**src/rtl/coreCfgPkg.sv**
```systemverilog
`default_nettype none

package coreCfgPkg;

  localparam int unsigned DISPATCH_WIDTH      = 4;   // Instructions per bundle
  localparam int unsigned DISPATCH_CNT_W      = 3;   // Holds a count of 0 to DISPATCH_WIDTH

  localparam int unsigned CHECKPOINTS         = 8;   // Also the branch-mask width
  localparam int unsigned CHECKPOINTS_LOG     = 3;

  localparam int unsigned SIZE_LSQ            = 16;  // Per queue, loads and stores alike
  localparam int unsigned SIZE_LSQ_LOG        = 4;
  localparam int unsigned SIZE_ISSUEQ         = 32;
  localparam int unsigned SIZE_ISSUEQ_LOG     = 5;
  localparam int unsigned SIZE_ACTIVELIST     = 64;
  localparam int unsigned SIZE_ACTIVELIST_LOG = 6;

  localparam int unsigned SIZE_PHYSICAL_LOG   = 7;   // Physical register tag
  localparam int unsigned SIZE_RMT_LOG        = 5;   // Logical register number
  localparam int unsigned SIZE_PC             = 32;

  // Occupancy plus a full bundle must not wrap, so sums get one spare bit
  localparam int unsigned LSQ_SUM_W           = SIZE_LSQ_LOG + 2;
  localparam int unsigned ISSUEQ_SUM_W        = SIZE_ISSUEQ_LOG + 2;
  localparam int unsigned ACTIVELIST_SUM_W    = SIZE_ACTIVELIST_LOG + 2;

endpackage

`default_nettype wire

```
**src/rtl/dispatchPktPkg.sv**
```systemverilog
`default_nettype none

package dispatchPktPkg;

  // One instruction as it leaves rename
  typedef struct packed {
    logic [coreCfgPkg::SIZE_RMT_LOG-1:0]      logDest;
    logic                                     isStore;
    logic                                     isLoad;
    logic [coreCfgPkg::CHECKPOINTS-1:0]       branchMask;  // Unresolved branches it depends on
    logic [coreCfgPkg::SIZE_PHYSICAL_LOG-1:0] phyDest;
    logic [coreCfgPkg::SIZE_PHYSICAL_LOG-1:0] oldPhyDest;  // Freed at retire
    logic [coreCfgPkg::SIZE_PHYSICAL_LOG-1:0] phySrc1;
    logic [coreCfgPkg::SIZE_PHYSICAL_LOG-1:0] phySrc2;
    logic [coreCfgPkg::SIZE_PC-1:0]           pc;
  } renamedInstT;

  typedef struct packed {
    renamedInstT [coreCfgPkg::DISPATCH_WIDTH-1:0] lane;
  } renamedBundleT;

  // Issue queue entry
  typedef struct packed {
    logic                                     isStore;
    logic                                     isLoad;
    logic [coreCfgPkg::CHECKPOINTS-1:0]       branchMask;
    logic [coreCfgPkg::SIZE_PHYSICAL_LOG-1:0] phySrc1;
    logic [coreCfgPkg::SIZE_PHYSICAL_LOG-1:0] phySrc2;
    logic [coreCfgPkg::SIZE_PHYSICAL_LOG-1:0] phyDest;
    logic [coreCfgPkg::SIZE_PC-1:0]           pc;
  } iqPktT;

  // Active list entry
  typedef struct packed {
    logic                                     isLoad;
    logic                                     isStore;
    logic [coreCfgPkg::SIZE_PC-1:0]           pc;
    logic [coreCfgPkg::SIZE_RMT_LOG-1:0]      logDest;
    logic [coreCfgPkg::SIZE_PHYSICAL_LOG-1:0] phyDest;
    logic [coreCfgPkg::SIZE_PHYSICAL_LOG-1:0] oldPhyDest;
  } alPktT;

  // Load-store queue entry
  typedef struct packed {
    logic [coreCfgPkg::CHECKPOINTS-1:0] branchMask;
    logic                               isStore;
    logic                               isLoad;
  } lsqPktT;

  typedef struct packed {
    iqPktT [coreCfgPkg::DISPATCH_WIDTH-1:0] lane;
  } iqBundleT;

  typedef struct packed {
    alPktT [coreCfgPkg::DISPATCH_WIDTH-1:0] lane;
  } alBundleT;

  typedef struct packed {
    lsqPktT [coreCfgPkg::DISPATCH_WIDTH-1:0] lane;
  } lsqBundleT;

  // Current back-end fill levels
  typedef struct packed {
    logic [coreCfgPkg::SIZE_LSQ_LOG:0]        loadQueueCnt;
    logic [coreCfgPkg::SIZE_LSQ_LOG:0]        storeQueueCnt;
    logic [coreCfgPkg::SIZE_ISSUEQ_LOG:0]     issueQueueCnt;
    logic [coreCfgPkg::SIZE_ACTIVELIST_LOG:0] activeListCnt;
  } occupancyT;

  // A control instruction resolved as predicted
  typedef struct packed {
    logic                                   verified;
    logic [coreCfgPkg::CHECKPOINTS_LOG-1:0] checkpointId;
  } ctrlVerifyT;

endpackage

`default_nettype wire

```
**src/rtl/renameDispatchLatch.sv**
```systemverilog
`timescale 1ns/1ns
`default_nettype none

module renameDispatchLatch (
  input  wire                          clk,
  input  wire                          rstN_i,
  input  wire                          renameReady_i,    // Rename has a new bundle
  input  wire                          stall_i,          // External back-end stall
  input  wire                          flagRecoverEX_i,  // Misprediction recovery
  input  wire                          noSpace_i,        // Some queue lacks room
  input  dispatchPktPkg::renamedBundleT renamedBundle_i,
  input  dispatchPktPkg::renamedBundleT refreshedBundle_i, // Held bundle with updated masks
  output dispatchPktPkg::renamedBundleT heldBundle_o,
  output logic                         backEndReady_o,
  output logic                         stallfrontEnd_o
);

  dispatchPktPkg::renamedBundleT bundleQ;
  logic                          validQ;
  logic                          holdBundle;

  // Bundle cannot leave this cycle
  assign holdBundle = validQ & (stall_i | noSpace_i);

  // Valid flag follows the latch priority
  always_ff @(posedge clk or negedge rstN_i) begin
    if (!rstN_i) begin
      validQ <= 1'b0;
    end else if (flagRecoverEX_i) begin
      validQ <= 1'b0;                         // Squash whatever sits here
    end else if (holdBundle) begin
      validQ <= 1'b1;
    end else begin
      validQ <= renameReady_i;
    end
  end

  // A held bundle recirculates so that resolved branches keep clearing its masks
  always_ff @(posedge clk) begin
    if (holdBundle) begin
      bundleQ <= refreshedBundle_i;
    end else begin
      bundleQ <= renamedBundle_i;
    end
  end

  assign heldBundle_o = bundleQ;

  assign stallfrontEnd_o = validQ & noSpace_i;
  assign backEndReady_o  = validQ & ~noSpace_i & ~stall_i & ~flagRecoverEX_i; // Packets accepted

endmodule

`default_nettype wire

```
**src/rtl/dispatchResourceCheck.sv**
```systemverilog
`timescale 1ns/1ns
`default_nettype none

module dispatchResourceCheck (
  input  dispatchPktPkg::renamedBundleT heldBundle_i,
  input  dispatchPktPkg::occupancyT     occupancy_i,
  output logic                         noSpace_o
);

  logic [coreCfgPkg::DISPATCH_CNT_W-1:0]   loadCnt;
  logic [coreCfgPkg::DISPATCH_CNT_W-1:0]   storeCnt;

  logic [coreCfgPkg::LSQ_SUM_W-1:0]        loadSum;
  logic [coreCfgPkg::LSQ_SUM_W-1:0]        storeSum;
  logic [coreCfgPkg::ISSUEQ_SUM_W-1:0]     issueSum;
  logic [coreCfgPkg::ACTIVELIST_SUM_W-1:0] activeSum;

  logic loadStall;
  logic storeStall;
  logic issueStall;
  logic activeStall;

  // Count memory operations in the held bundle
  always_comb begin
    loadCnt  = '0;
    storeCnt = '0;
    for (int i = 0; i < coreCfgPkg::DISPATCH_WIDTH; i++) begin
      loadCnt  = loadCnt  + coreCfgPkg::DISPATCH_CNT_W'(heldBundle_i.lane[i].isLoad);
      storeCnt = storeCnt + coreCfgPkg::DISPATCH_CNT_W'(heldBundle_i.lane[i].isStore);
    end
  end

  assign loadSum   = coreCfgPkg::LSQ_SUM_W'(occupancy_i.loadQueueCnt)
                   + coreCfgPkg::LSQ_SUM_W'(loadCnt);
  assign storeSum  = coreCfgPkg::LSQ_SUM_W'(occupancy_i.storeQueueCnt)
                   + coreCfgPkg::LSQ_SUM_W'(storeCnt);

  // Every lane takes an IQ and AL slot whatever its type
  assign issueSum  = coreCfgPkg::ISSUEQ_SUM_W'(occupancy_i.issueQueueCnt)
                   + coreCfgPkg::ISSUEQ_SUM_W'(coreCfgPkg::DISPATCH_WIDTH);
  assign activeSum = coreCfgPkg::ACTIVELIST_SUM_W'(occupancy_i.activeListCnt)
                   + coreCfgPkg::ACTIVELIST_SUM_W'(coreCfgPkg::DISPATCH_WIDTH);

  assign loadStall   = loadSum   > coreCfgPkg::LSQ_SUM_W'(coreCfgPkg::SIZE_LSQ);
  assign storeStall  = storeSum  > coreCfgPkg::LSQ_SUM_W'(coreCfgPkg::SIZE_LSQ);
  assign issueStall  = issueSum  > coreCfgPkg::ISSUEQ_SUM_W'(coreCfgPkg::SIZE_ISSUEQ);
  assign activeStall = activeSum > coreCfgPkg::ACTIVELIST_SUM_W'(coreCfgPkg::SIZE_ACTIVELIST);

  assign noSpace_o = loadStall | storeStall | issueStall | activeStall;

endmodule

`default_nettype wire

```
**src/rtl/dispatchPacketBuilder.sv**
```systemverilog
`timescale 1ns/1ns
`default_nettype none

module dispatchPacketBuilder (
  input  dispatchPktPkg::renamedBundleT heldBundle_i,
  input  dispatchPktPkg::ctrlVerifyT    ctrlVerify_i,
  output dispatchPktPkg::renamedBundleT refreshedBundle_o, // Back to the latch
  output dispatchPktPkg::iqBundleT      iqBundle_o,
  output dispatchPktPkg::alBundleT      alBundle_o,
  output dispatchPktPkg::lsqBundleT     lsqBundle_o
);

  logic [coreCfgPkg::CHECKPOINTS-1:0] clearMask;
  dispatchPktPkg::renamedBundleT      updBundle;

  // One-hot of the checkpoint freed by a correctly predicted branch
  always_comb begin
    clearMask = '0;
    if (ctrlVerify_i.verified) begin
      clearMask[ctrlVerify_i.checkpointId] = 1'b1;
    end
  end

  always_comb begin
    updBundle = heldBundle_i;
    for (int i = 0; i < coreCfgPkg::DISPATCH_WIDTH; i++) begin
      updBundle.lane[i].branchMask = heldBundle_i.lane[i].branchMask & ~clearMask;
    end
  end

  assign refreshedBundle_o = updBundle;

  // Split each updated lane into its three back-end packets
  always_comb begin
    for (int i = 0; i < coreCfgPkg::DISPATCH_WIDTH; i++) begin
      iqBundle_o.lane[i].isStore     = updBundle.lane[i].isStore;
      iqBundle_o.lane[i].isLoad      = updBundle.lane[i].isLoad;
      iqBundle_o.lane[i].branchMask  = updBundle.lane[i].branchMask;
      iqBundle_o.lane[i].phySrc1     = updBundle.lane[i].phySrc1;
      iqBundle_o.lane[i].phySrc2     = updBundle.lane[i].phySrc2;
      iqBundle_o.lane[i].phyDest     = updBundle.lane[i].phyDest;
      iqBundle_o.lane[i].pc          = updBundle.lane[i].pc;

      alBundle_o.lane[i].isLoad      = updBundle.lane[i].isLoad;
      alBundle_o.lane[i].isStore     = updBundle.lane[i].isStore;
      alBundle_o.lane[i].pc          = updBundle.lane[i].pc;       // Needed for precise exceptions
      alBundle_o.lane[i].logDest     = updBundle.lane[i].logDest;
      alBundle_o.lane[i].phyDest     = updBundle.lane[i].phyDest;
      alBundle_o.lane[i].oldPhyDest  = updBundle.lane[i].oldPhyDest;

      lsqBundle_o.lane[i].branchMask = updBundle.lane[i].branchMask;
      lsqBundle_o.lane[i].isStore    = updBundle.lane[i].isStore;
      lsqBundle_o.lane[i].isLoad     = updBundle.lane[i].isLoad;
    end
  end

endmodule

`default_nettype wire

```
**src/rtl/dispatchTop.sv**
```systemverilog
`timescale 1ns/1ns
`default_nettype none

module dispatchTop (
  input  wire                          clk,
  input  wire                          rstN_i,
  input  wire                          renameReady_i,
  input  wire                          stall_i,
  input  wire                          flagRecoverEX_i,
  input  dispatchPktPkg::renamedBundleT renamedBundle_i,
  input  dispatchPktPkg::occupancyT     occupancy_i,
  input  dispatchPktPkg::ctrlVerifyT    ctrlVerify_i,
  output dispatchPktPkg::iqBundleT      iqBundle_o,
  output dispatchPktPkg::alBundleT      alBundle_o,
  output dispatchPktPkg::lsqBundleT     lsqBundle_o,
  output logic                         backEndReady_o,
  output logic                         stallfrontEnd_o
);

  dispatchPktPkg::renamedBundleT heldBundle;       // Latch contents
  dispatchPktPkg::renamedBundleT refreshedBundle;  // Same bundle after mask clearing
  logic                          noSpace;

  renameDispatchLatch u_renameDispatchLatch (
    .clk               (clk),
    .rstN_i            (rstN_i),
    .renameReady_i     (renameReady_i),
    .stall_i           (stall_i),
    .flagRecoverEX_i   (flagRecoverEX_i),
    .noSpace_i         (noSpace),
    .renamedBundle_i   (renamedBundle_i),
    .refreshedBundle_i (refreshedBundle),
    .heldBundle_o      (heldBundle),
    .backEndReady_o    (backEndReady_o),
    .stallfrontEnd_o   (stallfrontEnd_o)
  );

  dispatchResourceCheck u_dispatchResourceCheck (
    .heldBundle_i (heldBundle),
    .occupancy_i  (occupancy_i),
    .noSpace_o    (noSpace)
  );

  dispatchPacketBuilder u_dispatchPacketBuilder (
    .heldBundle_i      (heldBundle),
    .ctrlVerify_i      (ctrlVerify_i),
    .refreshedBundle_o (refreshedBundle),
    .iqBundle_o        (iqBundle_o),
    .alBundle_o        (alBundle_o),
    .lsqBundle_o       (lsqBundle_o)
  );

endmodule

`default_nettype wire

```
**config.mk**
```make
export PLATFORM = sky130hd
export DESIGN_NAME = dispatchTop
export DESIGN_NICKNAME = d
export VERILOG_FILES = /design/src/rtl/coreCfgPkg.sv /design/src/rtl/dispatchPktPkg.sv /design/src/rtl/renameDispatchLatch.sv /design/src/rtl/dispatchResourceCheck.sv /design/src/rtl/dispatchPacketBuilder.sv /design/src/rtl/dispatchTop.sv
export SDC_FILE = /design/constraint.sdc
export NUM_CORES = 1
export LEC_CHECK = 0
export BUFFER_PORTS_ARGS = -buffer_cell sky130_fd_sc_hd__buf_2
export CAP_MARGIN = 10
export CORE_AREA = 3 3 327 329
export DETAILED_ROUTE_END_ITERATION = 7
export DIE_AREA = 0 0 330 332
export PLACE_DENSITY = 0.35
export SETUP_SLACK_MARGIN = 0.15
export SYNTH_ARGS = -nofsm -noshare
export SYNTH_HDL_FRONTEND = slang
export SYNTH_SLANG_ARGS = --single-unit
```
**constraint.sdc**
```tcl
create_clock -name clk -period 12.7 [get_ports clk]
set_clock_uncertainty 0.1 [all_clocks]
set_input_delay 2.54 -clock clk [delete_from_list [all_inputs] [get_ports clk]]
set_output_delay 2.54 -clock clk [all_outputs]
set_load 0.01 [all_outputs]
```
# Word-level counts from Yosys, hierarchy flattened
# Cells that the tools add are included.
# op_classes
n_addsub,10
order_cmp,6
mux,6
bitwise_logic,17
reduce_logical,1
# ops
op,n
293-bit two-way mux,1
8-bit AND,4
3-bit by 1-bit adder with 3-bit output,4
5-bit by 3-bit adder with 6-bit output,2
6-bit by 5-bit greater-than comparator with 1-bit output (second input constant),2
7-bit by 3-bit adder with 8-bit output (second input constant),1
8-bit by 7-bit greater-than comparator with 1-bit output (second input constant),1
8-bit two-way mux,1
8-bit NOT,1
6-bit by 3-bit adder with 7-bit output (second input constant),1
7-bit by 6-bit greater-than comparator with 1-bit output (second input constant),1
1-bit AND,5
1-bit by 1-bit adder with 2-bit output,2
3-bit by 4-bit < comparator with 1-bit output (second input constant),1
1-bit bitwise OR,4
1-bit demux with 3-bit select,1
3-bit by 1-bit greater-or-equal comparator with 1-bit output (second input constant),1
1-bit two-way mux,3
1-bit NOT,3
1-bit logical AND,1
# totals
reg_bits,301
input_bits,332
out_inout_bits,506
wordCells,77

# Logic depth before layout (Yosys ltp)
# logic_depth
depth_word,12
mapped_depth,14
mapped_depth_nobuf,13

# Modules after synthesis
# Synthesis repeated with hierarchy kept, for this count alone.
# hier_totals
hier_cells,1495
area_unflattened_um2,16475.8
# modules_own_cells
mod,instances,cells_each,area_per_inst_um2,seq_area_each_um2
renameDispatchLatch,1,639,9989.6,6030.8
dispatchPacketBuilder,1,812,6130.9,0.0
dispatchResourceCheck,1,44,355.3,0.0

# Worst setup path before layout
# OpenSTA, ideal clock, no wires.
# synth_timing
kind,input to register
startpoint,input port occupancy_i[13] in the netlist's numbering
endpoint,register u_renameDispatchLatch.bundleQ (netlist bit u_renameDispatchLatch.heldBundle_o[0]) (enable)
setup_time_ns,0.620
arrival_ns,9.396
required_time_ns,11.980
path_slack_ns,2.585
cell_stages,10
n_path_buf,1
path_cell_list,ha_1 -> inv_1 -> fa_1 -> xnor2_1 -> and4bb_2 -> mux2i_1 -> a22oi_2 -> a31oi_4 -> buf_6 -> inv_1
# synth_between
elab_chain_len,7
# synth_lines
item,line_no,rtl
from (decl),dispatchTop.sv:11,"input dispatchPktPkg::occupancyT occupancy_i,"
5-bit by 3-bit adder with 6-bit output,dispatchResourceCheck.sv:36,+ coreCfgPkg::LSQ_SUM_W'(storeCnt);
6-bit by 5-bit greater-than comparator with 1-bit output,dispatchResourceCheck.sv:45,assign storeStall = storeSum > coreCfgPkg::LSQ_SUM_W'(coreCfgPkg::SIZE_LSQ);
1-bit bitwise OR (3 in series),dispatchResourceCheck.sv:49,assign noSpace_o = loadStall | storeStall | issueStall | activeStall;
1-bit bitwise OR,renameDispatchLatch.sv:23,assign holdBundle = validQ & (stall_i | noSpace_i);
1-bit AND,renameDispatchLatch.sv:23,
to (signal assigned),renameDispatchLatch.sv:41,bundleQ <= refreshedBundle_i;
to (signal assigned),renameDispatchLatch.sv:43,bundleQ <= renamedBundle_i;
to (decl),renameDispatchLatch.sv:18,dispatchPktPkg::renamedBundleT bundleQ;
# No other way between the ends.
# A chain may end at the register's enable or synchronous reset.

# Worst setup path in the final report
# layout_timing
startpoint,input port occupancy_i[18] in the netlist's numbering
endpoint,output port backEndReady_o
# layout_between
elab_chain_len,9
# layout_lines
item,line_no,rtl
5-bit by 3-bit adder with 6-bit output,dispatchResourceCheck.sv:34,+ coreCfgPkg::LSQ_SUM_W'(loadCnt);
6-bit by 5-bit greater-than comparator with 1-bit output,dispatchResourceCheck.sv:44,assign loadStall = loadSum > coreCfgPkg::LSQ_SUM_W'(coreCfgPkg::SIZE_LSQ);
1-bit bitwise OR (3 in series),dispatchResourceCheck.sv:49,
1-bit NOT,renameDispatchLatch.sv:50,assign backEndReady_o = validQ & ~noSpace_i & ~stall_i & ~flagRecoverEX_i;
1-bit AND (3 in series),renameDispatchLatch.sv:50,
to (decl),dispatchTop.sv:16,"output logic backEndReady_o,"
# No other way between the ends.

==> results.py <==
metrics = {
    "detailed_routing": {
        "vias": 7678,
        "post_drt_wl_per_cell_um": 16.8,
        "drt_wl_total_um": 45900,
        "vias_per_cell": 2.80,
        "drc": 0,
        "first_pass_iters": 5,
        "drt_first_iter_violations": 211,
        "antenna_left": 0,
    },
    "synthesis": {
        "synth_top_area_cell": "edfxtp_1",
        "synth_area_um2": 13500,
        "avgSynthCellArea_um2": 14.7,
        "synth_cell_types": 31,
        "synth_nets": 1265,
        "ys_seq_elements": 301,
        "synth_area_leaders": "edfxtp_1 (59%), buf_4 (26%), dfxtp_1 (4.7%), mux2_4 (3.1%), and2_1 (1.1%)",
        "synth-main-ff-cell": "edfxtp_1",
        "postSynthCellCount": 919,
        "post-synth-top-count-cell": "buf_4",
        "synth_top_cell_area_share_pct": 59.4,
        "yosysWarningCount": 0,
        "netlist_top_cells_count": "buf_4 (472), edfxtp_1 (268), dfxtp_1 (32)",
        "async_flop_share_pct": 0.332,
        "seq_area_frac_synth_pct": 64.3,
        "synth_edf_count": 268,
    },
    "sta": {
        "fmax_mhz": 138,
        "min_period_ns": 7.23,
        "post-route-period-util_pct": 56.9,
        "hold_violations": 0,
        "grt_setup_unrepaired": "no",
        "holdWs_ns": 0.517,
        "worst_slack_ns": 5.47,
        "setup_viol": 0,
        "setup_tns_ns": 0,
        "slew_viol_final": 0,
        "worst_pin_slew_ns": 0.966,
        "slew_headroom_pct": 35.6,
    },
    "setup_path": {
        "cp_slowest_cell": "fa_1",
        "cp.arrival_ns": 4.59,
        "crit_path_end_kind": "output port",
        "cp.required_ns": 10.06,
        "crit_fanout": 3,
        "path_cells": "buf_2, ha_1, inv_1, fa_1, xnor2_1, nor4b_1, mux2i_1, a22oi_2, nand2_1, nor4_1, buf_2",
        "cp_slowest_stage_delay_ns": 0.41,
        "timing.rr.start": "u_renameDispatchLatch.heldBundle_o[144]",
        "path_class": "primary input to output port",
        "crit_path_start_kind": "primary input",
        "startpoint": "occupancy_i[18]",
        "cp_common_cell": "buf_2",
    },
    "pwr": {
        "ir_drop_mv": 0.0840,
        "leakage_uw": 0.00750,
        "power.density_nw_per_um2": 155,
    },
    "placed_design": {
        "place_area_um2": 15900,
        "place_ws_ns": 5.49,
        "placedCellCount": 2664,
        "io_buffer_count": 837,
        "routabilityCongestion": 0.820,
        "hpwl_um": 37700,
    },
    "flow_run": {
        "drv_cap": 0,
    },
    "floorplan": {
        "num_rows": 118,
        "dieHeight_um": 332,
        "start_util_pct": 13.1,
        "core_um2": 104000,
        "fp.dieW_um": 330,
        "die-area_um2": 110000,
        "ios": 838,
    },
    "clock_network": {
        "postCtsSetupBuffers": 0,
        "cts_tree": "done",
        "cts_root_buffer": "clkbuf_16",
        "cts_num_sinks": 301,
        "htreeDepth": 2,
        "ctsResizeCount": 0,
        "clock_latency_ns": 0.56,
        "cts_buffers": 39,
        "cts_hold_buf": 0,
        "path_clk_slew_ns": 0.05,
        "clock_path_buffers": 3,
    },
    "final_layout": {
        "fill_cells": 11471,
        "regArea_um2": 8710,
        "postLayoutCellArea_um2": 17200,
        "multi_input_area_um2": 1180,
        "final_nets": 1671,
        "area_growth_pct": 26.7,
        "stdcell_count": 2741,
        "drive_above_1_share_pct": 69.0,
    },
    "outcome": {
        "status": "finished clean",
    },
    "worst_hold_path": {
        "hold_path_class": "flop to flop",
        "hp-start": "u_renameDispatchLatch.heldBundle_o[288]",
    },
    "grt": {
        "antenna_found_initial": 23,
        "grt_usage_pct": 7.89,
        "grt_pass1_vias": 8300,
        "grt_overflow": 0,
        "grt_pass1_wl_um": 61000,
        "grt_max_degree": 143,
    },
}
==> routing by layer <==
layer | global-route usage, % | share of wire, % | wire, um
met4 | 2.93 | 3.0 | 1360
met2 | 14.8 | 53 | 24200
met3 | 3.75 | 12 | 5390
met1 | 7.31 | 32 | 14900
met5 | 0 | 0.23 | 104
==> where the power goes <==
group / internal [uW] / switching [uW]
sequential: 1180 / 40.9
combinational: 162 / 209
clock: 625 / 441
total: 1960 / 691
==> per-stage QoR <==
step                      total power [uW]  utilization (%)
after global routing                  2800             16.5
after CTS                             2730             16.5
after global placement                1620             15.3
final                                 2660             16.5
after detailed placement              1620             15.3
after floorplan                       1550                -
==> kinds of logic (layout without fill, tap and decap cells) <==
logic type	after synthesis	after routing	share of synthesized area, %
buffers and inverters	494	928	26.9
flip-flops	301	301	64.3
AND/OR/NAND/NOR	62	62	2.77
multiplexers	34	34	3.58
adder cells (fa/ha/maj)	14	14	1.51
AO/OA/AOI/OAI	10	10	0.610
XOR/XNOR	4	4	0.259
other	0	8	0
==> sequential cells by signal, summed over array words and instances, names as in the netlist <==
register and count:
u_renameDispatchLatch.validQ 1, u_renameDispatchLatch.heldBundle_o 300
==> path summary, 6_finish.rpt <==
| check | cells past startpoint | end | slack (ns) |
|---|---|---|---|
| setup / recovery | 11 | backEndReady_o | 5.47 |
| hold / removal | 2 | u_renameDispatchLatch.heldBundle_o[288] | 0.52 |
| setup reg to reg | 15 | u_renameDispatchLatch.heldBundle_o[162] | 7.54 |
| hold reg to reg | 2 | u_renameDispatchLatch.heldBundle_o[288] | 0.52 |
| max in group asynchronous | 1 | u_renameDispatchLatch.validQ | 10.72 |
| min in group asynchronous | 1 | u_renameDispatchLatch.validQ | 1.67 |
==> critical path: cells and delay by family <==
family	cells	cell delay (ns)
AND/OR/NAND/NOR	3	0.57
adder cells (fa/ha/maj)	2	0.58
multiplexers	1	0.13
buffers and inverters	3	0.33
AO/OA/AOI/OAI	1	0.26
XOR/XNOR	1	0.17
==> cell type report <==
| type | count | share of cell area [%] |
|---|---|---|
| repair buffers | 840 | 24.6 |
| clock buffers | 48 | 6.06 |
| well taps | 1380 | 10.1 |
| multi-input cells | 124 | 6.90 |
| clock inverters | 21 | 1.04 |
| inverters | 19 | 0.459 |
| flip-flops and latches | 301 | 50.8 |
| diodes | 8 | 0.117 |
==> cell usage in the layout (no fill, tap or decap), types with 6 or more instances in the layout <==
cell type  count
clkbuf_16     40
dfxtp_1       32
nand2_1        6
buf_2        837
clkinv_2       6
clkinv_1       6
nand3_1        7
edfxtp_1     268
nor2b_1       13
clkbuf_1       7
mux2_4        28
diode_2        8
ha_1          10
inv_1         18
and2_1        24
Power figures use the tool's default switching activity.
